<file path="config.mk">
export PLATFORM = sky130hd
export DESIGN_NAME = rvfi_check_top
export DESIGN_NICKNAME = d
export VERILOG_FILES = /design/src/hdl/rvfi_check_pkg.sv /design/src/hdl/rvfi_cause_check.sv /design/src/hdl/rvfi_check_top.sv /design/src/hdl/rvfi_err_log.sv /design/src/hdl/rvfi_reset_check.sv /design/src/hdl/rvfi_wb_regs.sv
export SDC_FILE = /design/constraint.sdc
export NUM_CORES = 1
export LEC_CHECK = 0
export BUFFER_PORTS_ARGS = -buffer_cell sky130_fd_sc_hd__buf_2
export CAP_MARGIN = 20
export CORE_MARGIN = 2
export CORE_UTILIZATION = 45
export CTS_BUF_LIST = sky130_fd_sc_hd__clkbuf_16
export CTS_CLUSTER_DIAMETER = 60
export CTS_CLUSTER_SIZE = 40
export DETAILED_ROUTE_END_ITERATION = 8
export PLACE_DENSITY = 0.73
export SETUP_SLACK_MARGIN = 0.02
export SYNTH_ARGS = -nofsm -noshare
export SYNTH_HDL_FRONTEND = slang
export SYNTH_SLANG_ARGS = --single-unit
</file>
<file path="constraint.sdc">
create_clock -name clk_i -period 4 [get_ports clk_i]
set_clock_uncertainty 0.2 [all_clocks]
set_input_delay 0.4 -clock clk_i [delete_from_list [all_inputs] [get_ports clk_i]]
set_output_delay 0.4 -clock clk_i [all_outputs]
set_load 0.05 [all_outputs]
</file>
<file path="src/hdl/rvfi_check_pkg.sv">
// Shared types, violation classes and register map, imported by every module of the RVFI checker
package rvfi_check_pkg;

  // Trap information as reported on the RVFI trace
  typedef struct packed {
    logic       exception;
    logic [5:0] exception_cause;
    logic       debug;
    logic [2:0] debug_cause;
    logic [2:0] reserved;
  } rvfi_trap_t;

  // Interrupt information as reported on the RVFI trace
  typedef struct packed {
    logic        interrupt;
    logic        exception;
    logic [10:0] cause;
  } rvfi_intr_t;

  // One retirement record, sampled on every cycle with valid high
  typedef struct packed {
    logic       valid;
    logic [4:0]  rs1_addr;
    logic [4:0]  rs2_addr;
    logic [31:0] rs1_rdata;
    logic [31:0] rs2_rdata;
    logic [2:0]  dbg;
    logic [31:0] csr_dcsr_rdata;
    rvfi_trap_t  trap;
    rvfi_intr_t  intr;
    logic [31:0] csr_mcause_wdata;
    logic [31:0] csr_mcause_wmask;
    logic        dbg_mode;
  } rvfi_rec_t;

  // Violation classes, listed MSB first so that class index i sits at bit i
  typedef struct packed {
    logic cause_missing;
    logic irq_illegal;
    logic exc_cause;
    logic dbg_cause;
    logic rs_reset;
  } viol_t;

  localparam int N_VIOL = 5;

  // dcsr.cause occupies bits 8:6
  localparam int DCSR_CAUSE_LSB = 6;

  // First-failure word layout
  localparam int FF_CLS_W     = 3;
  localparam int FF_VALID_BIT = 7;
  localparam int FF_IDX_LSB   = 8;

  // Register word addresses
  localparam logic [3:0] REG_STATUS   = 4'd0;
  localparam logic [3:0] REG_CLEAR    = 4'd1;
  localparam logic [3:0] REG_CNT_BASE = 4'd2;
  localparam logic [3:0] REG_RETIRED  = 4'd7;
  localparam logic [3:0] REG_FIRST    = 4'd8;

  // Wishbone classic request, master to slave
  typedef struct packed {
    logic        cyc;
    logic        stb;
    logic        we;
    logic [3:0]  adr;
    logic [31:0] dat;
  } wb_req_t;

  // Wishbone classic response, slave to master
  typedef struct packed {
    logic        ack;
    logic [31:0] dat;
  } wb_rsp_t;

endpackage

</file>
<file path="src/hdl/rvfi_cause_check.sv">
// Checks debug, exception and interrupt causes of each retired record against the trap rules
`timescale 1ns/1ps

module rvfi_cause_check
  import rvfi_check_pkg::*;
#(
  parameter logic SMCLIC          = 1'b0,
  parameter int   SMCLIC_ID_WIDTH = 8
) (
  input  logic      clk_i,
  input  logic      rst_ni,
  input  rvfi_rec_t rvfi,
  output viol_t     cause_viol
);

  logic        was_dbg_mode;
  logic [2:0]  dcsr_cause;
  logic [10:0] mcause_exccode;
  logic        irq_legal;
  logic        intr_missing;
  logic        dbg_bad;
  logic        exc_bad;
  logic        irq_bad;
  logic        missing;
  viol_t       viol_d;

  // Debug mode as seen on the previous retirement
  always_ff @(posedge clk_i or negedge rst_ni) begin
    if (!rst_ni) begin
      was_dbg_mode <= 1'b0;
    end else if (rvfi.valid) begin
      was_dbg_mode <= rvfi.dbg_mode;
    end
  end

  assign dcsr_cause = rvfi.csr_dcsr_rdata[DCSR_CAUSE_LSB +: 3];

  // Debug entry only, retirements already inside debug mode are not checked
  assign dbg_bad = rvfi.valid && (|rvfi.dbg) && !was_dbg_mode
                   && (rvfi.dbg != dcsr_cause);

  // Exception code as written to mcause
  assign mcause_exccode = rvfi.csr_mcause_wdata[10:0] & rvfi.csr_mcause_wmask[10:0];

  assign exc_bad = rvfi.valid && rvfi.trap.exception && !rvfi.dbg_mode
                   && ({5'b0, rvfi.trap.exception_cause} != mcause_exccode);

  // Legal interrupt causes depend on the interrupt controller
  if (!SMCLIC) begin : gen_clint
    assign irq_legal = rvfi.intr.cause inside {11'd3, 11'd7, 11'd11,
                                               [11'd16 : 11'd31],
                                               [11'd1024 : 11'd1027]};

    // CLINT traps reported on rvfi_intr always carry a cause
    assign intr_missing = (rvfi.intr.interrupt || rvfi.intr.exception)
                          && (rvfi.intr.cause == 11'd0);
  end else begin : gen_clic
    localparam logic [31:0] MAX_CLIC_ID = 32'(2 ** SMCLIC_ID_WIDTH - 1);

    assign irq_legal = (32'(rvfi.intr.cause) <= MAX_CLIC_ID)
                       || (rvfi.intr.cause inside {[11'd1024 : 11'd1027]});

    // CLIC interrupt 0 is a legal ID, so a zero cause says nothing
    assign intr_missing = 1'b0;
  end

  assign irq_bad = rvfi.valid && rvfi.intr.interrupt && !irq_legal;

  assign missing = rvfi.valid && (
                     (rvfi.trap.exception && (rvfi.trap.exception_cause == 6'd0))
                     || (rvfi.trap.debug && (rvfi.trap.debug_cause == 3'd0))
                     || intr_missing);

  always_comb begin
    viol_d               = '0;
    viol_d.dbg_cause     = dbg_bad;
    viol_d.exc_cause     = exc_bad;
    viol_d.irq_illegal   = irq_bad;
    viol_d.cause_missing = missing;
  end

  always_ff @(posedge clk_i or negedge rst_ni) begin
    if (!rst_ni) begin
      cause_viol <= '0;
    end else begin
      cause_viol <= viol_d;
    end
  end

endmodule

</file>
<file path="src/hdl/rvfi_check_top.sv">
// Top level of the RVFI trace checker, fed by the trace and read over Wishbone
`timescale 1ns/1ps

module rvfi_check_top
  import rvfi_check_pkg::*;
#(
  parameter logic SMCLIC          = 1'b0,
  parameter int   SMCLIC_ID_WIDTH = 8,
  parameter int   CNT_WIDTH       = 16
) (
  input  logic      clk_i,
  input  logic      rst_ni,
  input  rvfi_rec_t rvfi,
  input  wb_req_t   wb_req,
  output wb_rsp_t   wb_rsp
);

  logic                             rs_viol;
  logic                             viol_valid;
  viol_t                            cause_viol;
  viol_t                            viol;
  viol_t                            status;
  logic [N_VIOL-1:0][CNT_WIDTH-1:0] counts;
  logic [31:0]                      retired;
  logic [31:0]                      first_fail;
  logic                             clear;

  rvfi_reset_check u_reset_check (
    .clk_i     (clk_i),
    .rst_ni    (rst_ni),
    .rvfi      (rvfi),
    .rs_viol   (rs_viol),
    .chk_valid (viol_valid)
  );

  rvfi_cause_check #(
    .SMCLIC          (SMCLIC),
    .SMCLIC_ID_WIDTH (SMCLIC_ID_WIDTH)
  ) u_cause_check (
    .clk_i      (clk_i),
    .rst_ni     (rst_ni),
    .rvfi       (rvfi),
    .cause_viol (cause_viol)
  );

  // Both checkers share the same one-cycle latency
  assign viol = '{rs_reset:      rs_viol,
                  dbg_cause:     cause_viol.dbg_cause,
                  exc_cause:     cause_viol.exc_cause,
                  irq_illegal:   cause_viol.irq_illegal,
                  cause_missing: cause_viol.cause_missing};

  rvfi_err_log #(
    .CNT_WIDTH (CNT_WIDTH)
  ) u_err_log (
    .clk_i      (clk_i),
    .rst_ni     (rst_ni),
    .viol       (viol),
    .viol_valid (viol_valid),
    .clear      (clear),
    .status     (status),
    .counts     (counts),
    .retired    (retired),
    .first_fail (first_fail)
  );

  rvfi_wb_regs #(
    .CNT_WIDTH (CNT_WIDTH)
  ) u_wb_regs (
    .clk_i      (clk_i),
    .rst_ni     (rst_ni),
    .wb_req     (wb_req),
    .wb_rsp     (wb_rsp),
    .status     (status),
    .counts     (counts),
    .retired    (retired),
    .first_fail (first_fail),
    .clear      (clear)
  );

endmodule

</file>
<file path="src/hdl/rvfi_err_log.sv">
// Collects checker results into sticky flags, saturating counters and a first-failure record
`timescale 1ns/1ps

module rvfi_err_log
  import rvfi_check_pkg::*;
#(
  parameter int CNT_WIDTH = 16
) (
  input  logic                             clk_i,
  input  logic                             rst_ni,
  input  viol_t                            viol,
  input  logic                             viol_valid,
  input  logic                             clear,
  output viol_t                            status,
  output logic [N_VIOL-1:0][CNT_WIDTH-1:0] counts,
  output logic [31:0]                      retired,
  output logic [31:0]                      first_fail
);

  logic [N_VIOL-1:0]   hit;
  logic [FF_CLS_W-1:0] first_cls;
  logic [31:0]         ff_capture;

  assign hit = {N_VIOL{viol_valid}} & viol;

  // Lowest flagged class wins when several fire together
  always_comb begin
    first_cls = '0;
    for (int i = N_VIOL - 1; i >= 0; i--) begin
      if (hit[i]) begin
        first_cls = FF_CLS_W'(i);
      end
    end
  end

  // Retirement index is zero based, taken before this record is counted
  always_comb begin
    ff_capture                   = '0;
    ff_capture[FF_CLS_W-1:0]     = first_cls;
    ff_capture[FF_VALID_BIT]     = 1'b1;
    ff_capture[31:FF_IDX_LSB]    = retired[31-FF_IDX_LSB:0];
  end

  always_ff @(posedge clk_i or negedge rst_ni) begin
    if (!rst_ni) begin
      status     <= '0;
      counts     <= '0;
      retired    <= '0;
      first_fail <= '0;
    end else if (clear) begin
      // Clear has priority over a violation in the same cycle
      status     <= '0;
      counts     <= '0;
      retired    <= '0;
      first_fail <= '0;
    end else begin
      status <= status | hit;
      for (int i = 0; i < N_VIOL; i++) begin
        if (hit[i] && (counts[i] != '1)) begin
          counts[i] <= counts[i] + 1'b1;
        end
      end
      if (viol_valid) begin
        retired <= retired + 32'd1;
      end
      if ((|hit) && !first_fail[FF_VALID_BIT]) begin
        first_fail <= ff_capture;
      end
    end
  end

endmodule

</file>
<file path="src/hdl/rvfi_reset_check.sv">
// Flags non-zero source register data on the first retirement after reset
`timescale 1ns/1ps

module rvfi_reset_check
  import rvfi_check_pkg::*;
(
  input  logic      clk_i,
  input  logic      rst_ni,
  input  rvfi_rec_t rvfi,
  output logic      rs_viol,
  output logic      chk_valid
);

  logic first_pending;
  logic rs1_bad;
  logic rs2_bad;

  // x0 always reads zero, so only non-zero addresses are of interest
  assign rs1_bad = (|rvfi.rs1_addr) && (|rvfi.rs1_rdata);
  assign rs2_bad = (|rvfi.rs2_addr) && (|rvfi.rs2_rdata);

  always_ff @(posedge clk_i or negedge rst_ni) begin
    if (!rst_ni) begin
      first_pending <= 1'b1;
      rs_viol       <= 1'b0;
      chk_valid     <= 1'b0;
    end else begin
      chk_valid <= rvfi.valid;
      rs_viol   <= rvfi.valid && first_pending && (rs1_bad || rs2_bad);
      // Only the first record after reset is checked
      if (rvfi.valid) begin
        first_pending <= 1'b0;
      end
    end
  end

endmodule

</file>
<file path="src/hdl/rvfi_wb_regs.sv">
// Wishbone classic slave exposing the violation log and accepting clear commands
`timescale 1ns/1ps

module rvfi_wb_regs
  import rvfi_check_pkg::*;
#(
  parameter int CNT_WIDTH = 16
) (
  input  logic                             clk_i,
  input  logic                             rst_ni,
  input  wb_req_t                          wb_req,
  output wb_rsp_t                          wb_rsp,
  input  viol_t                            status,
  input  logic [N_VIOL-1:0][CNT_WIDTH-1:0] counts,
  input  logic [31:0]                      retired,
  input  logic [31:0]                      first_fail,
  output logic                             clear
);

  logic        ack_q;
  logic [3:0]  cnt_idx;
  logic [31:0] rdata;

  // One ack per transfer, the master holds the request until it sees it
  always_ff @(posedge clk_i or negedge rst_ni) begin
    if (!rst_ni) begin
      ack_q <= 1'b0;
    end else begin
      ack_q <= wb_req.cyc && wb_req.stb && !ack_q;
    end
  end

  // Addresses below the counter block wrap to large indices and miss
  assign cnt_idx = wb_req.adr - REG_CNT_BASE;

  always_comb begin
    rdata = '0;
    case (wb_req.adr)
      REG_STATUS: begin
        rdata = 32'(status);
      end
      REG_RETIRED: begin
        rdata = retired;
      end
      REG_FIRST: begin
        rdata = first_fail;
      end
      default: begin
        if (cnt_idx < 4'(N_VIOL)) begin
          rdata = 32'(counts[cnt_idx[2:0]]);
        end
      end
    endcase
  end

  assign wb_rsp.ack = ack_q;
  assign wb_rsp.dat = ack_q ? rdata : '0;

  // Bit 0 of the write data requests the clear, applied in the ack cycle
  assign clear = ack_q && wb_req.we && (wb_req.adr == REG_CLEAR) && wb_req.dat[0];

endmodule

</file>
==> results.md <==
- Synthesized area: 8950 um2
- Final WL: 24900 um
- Die X: 145 um
- Synth cell count leaders: dfrtp_1, nor2_1, nand2_1
- Final setup margin: 0.831 ns
- Placed cell areas: 10000 um2
- First-pass GRT wire length: 39900 um
- Critical path arrival: 2.57 ns
- Post-synthesis cell count: 946
- Ys flop type: dfrtp_1
- Crit share post-route: 79.2%
- Die area: 21000 um2
- Pin count of the biggest net entering global routing: 94
- Met1 wire length: 10400 um
- Status: finished, final reports clean
- DRC viols: 0
- CTS Sinks: 154
- IO Port Bufs: 170
- Post-CTS resize count: 0
- Max VDD drop: 0.369 mV
- HPWL Detailed: 18200 um
- Switching share of total power: 37.6%
- Startpoint Class: primary input
- Async set or reset register ratio after synthesis: 100%
- Detailed Routing Iterations Pass 1: 5
- TritonCTS clock tree: done
- H-Tree Depth: 4
- Vias in the first global route: 7738
- Slew Limit Fails: 0
- Initial core utilization: 46.0%
- Hold_ws: 0.0285 ns
- All-layer global routing usage: 23.8%
- Reg clk slew, reported paths: 0.06 ns
- Initial DRC count: 728
- DR WL/cell: 18.0 um
- LEAKAGE: 0.00445 uW
- CTS Buf Count: 17
- Yosys cell types: 67
- Max Root-Sink Buffers: 2
- EDFF count, synth: 0
- Comb power frac: 26.1%
- Post-route cell area: 10600 um2
- Leading area contributor after synthesis: dfrtp_1
- Antenna violation net count after detailed routing: 0
- Crit path kind: primary input to primary output
- Die height: 145 um
- Max Used Layer: met4
- Via count: 8157
- Initial antenna violation count: 2
- Yosys warning count: 0
- Pre-CTS setup slack: 0.875 ns
- Post-synthesis sequential area ratio: 43.1%
- Worst skew pair latency: 0.43 ns
- Final GP Congestion: 0.917
- Top-area cell type share of the netlist area: 42.8%
- Worst-margin pin slew: 0.910 ns
- # IOs: 276
- Min-Delay Path Class: primary input to flip-flop
- Utilization after layout: 54.6%
- Normalized max-slew margin: 39.3%
- Cell internal pwr: 3450 uW
- Top-count cell post-synth: dfrtp_1
- Highest clock rate: 316 MHz
- Post-synthesis average cell area: 9.46 um2
- Clock power frac: 26.9%
- Nets: 1354
- Sequential Power Share: 47.0%
- Met3 WL: 1390 um
- FF+latch count, synth: 154
- CP Data Required Time: 3.40 ns
- Row count: 51
- DR vias/cell: 5.89
- Fraction of layout cells with a size suffix above 1: 22.6%
- Post-synthesis to final-layout area growth: 18.7%
- Pwr dens: 521 nW/um2
- Largest cells by area after synthesis: dfrtp_1, nor2_1, xor2_1, mux2i_1, mux4_2
- Critical path capture point type: primary output
- Max Cap Violations: 0
- Worst Path Max Fanout: 20
- Final Hold Fails: 0
- Setup-failing EPs final: 0
- Setup TNS: 0 ns
- Tmin final: 3.17 ns
- Root Buffer: clkbuf_16
- DR WL met2: 12000 um
- Core area: 19500 um2
- RSZ-0062 raised after global routing: no
- Total grt overflow: 0
- P_sw: 2090 uW
- Mapped Nets: 1196
-- cell type report --
class,instances,area [um2]
Timing Repair Buffer,190,1030
Inverter,7,26.3
Tap cell,265,332
Antenna cell,2,5.00
Clock inverter,15,114
Sequential cell,154,3850
Clock buffer,17,425
Fill cell,1705,8840
Multi-Input combinational cell,734,4840
-- routing by layer --
metal,GRT usage (%),vias to the layer above
met2,39.0,350
met5,0,-
met4,12.0,0
li1,-,3819
met1,30.7,3930
met3,3.68,58
-- power groups by stage --
stage / Sequential, uW / Clock (uW) / Combinational (uW)
final: 2600 / 1490 / 1450
after global routing: 2670 / 1590 / 1620
after CTS: 2580 / 1510 / 1450
after detailed placement: 2600 / 0 / 1430
after global placement: 2590 / 0 / 1380
after floorplan: 2380 / 0 / 1130
-- cell families after synthesis --
group / Yosys count / synth area share [%]
compound gates: 148 / 10.8
fa+ha+maj: 7 / 0.978
xor+xnor: 87 / 8.51
simple gates: 440 / 25.6
buf+inv: 58 / 3.02
flops: 154 / 43.1
mux: 52 / 7.94
-- sequential cells by signal, summed over array words and instances, names as in the netlist --
name                         cells
u_err_log.retired               32
u_err_log.first_fail            28
u_cause_check.cause_viol         4
u_reset_check.chk_valid          1
u_err_log.status                 5
u_cause_check.was_dbg_mode       1
u_err_log.counts                80
u_reset_check.first_pending      1
u_reset_check.rs_viol            1
u_wb_regs.ack_q                  1
-- per-stage QoR --
stage,power [uW],std cells
finish,5540,1384
global route,5880,1384
detailed placement,4030,1345
global placement,3970,1345
CTS,5540,1382
floorplan,3510,946
-- final timing paths --
check / start / endpoint / slack, ns / cells past startpoint
worst max-delay path: wb_req[33] / wb_rsp[4] / 0.83 / 8
worst min-delay path: rvfi[91] / u_cause_check.cause_viol[2]$_DFF_PN0_ / 0.03 / 3
worst max register to register: u_wb_regs.ack_q$_DFF_PN0_ / u_err_log.retired[13]$_DFFE_PN0P_ / 1.45 / 4
worst min register to register: u_cause_check.was_dbg_mode$_DFFE_PN0P_ / u_cause_check.cause_viol[1]$_DFF_PN0_ / 0.27 / 1
max in group asynchronous: rst_ni / u_err_log.first_fail[25]$_DFFE_PN0P_ / 2.31 / 3
min in group asynchronous: rst_ni / u_err_log.counts[58]$_DFFE_PN0P_ / 0.40 / 2
-- what timing repair did --
action                                 in CTS  in global routing
endpoints found under the hold margin      92                  0
buffers inserted                            0                  0
hold buffers                                5                  0
-- worst max-delay path: stages --
cell and delay (ns):
buf_2 0.18, inv_1 0.06, ha_1 0.72, a21oi_1 0.08, nor2_1 0.22, nand3_1 0.27, o22ai_1 0.29, buf_2 0.32
-- placed cells by master (no fill, tap or decap), types with 5 or more instances in the layout --
master and n:
nand3_1 44, nor2_1 150, or3_1 10, or4_1 9, clkbuf_16 17, mux4_2 15, o211ai_1 6, xor2_1 50
nand4_1 39, buf_4 14, a222oi_1 13, o22ai_1 7, o21ai_0 23, and4_1 15, xnor2_1 37, nand2_1 64
a211oi_1 10, ha_1 7, dlygate4sd3_1 5, a31oi_1 6, nor3_1 22, inv_6 8, inv_1 8, dfrtp_1 153
a21oi_1 46, nor4_1 26, mux2i_1 35, and3_1 18, a22oi_1 18, nand3b_1 8, buf_2 169
Note: power is estimated with default switching activity, not from simulation.
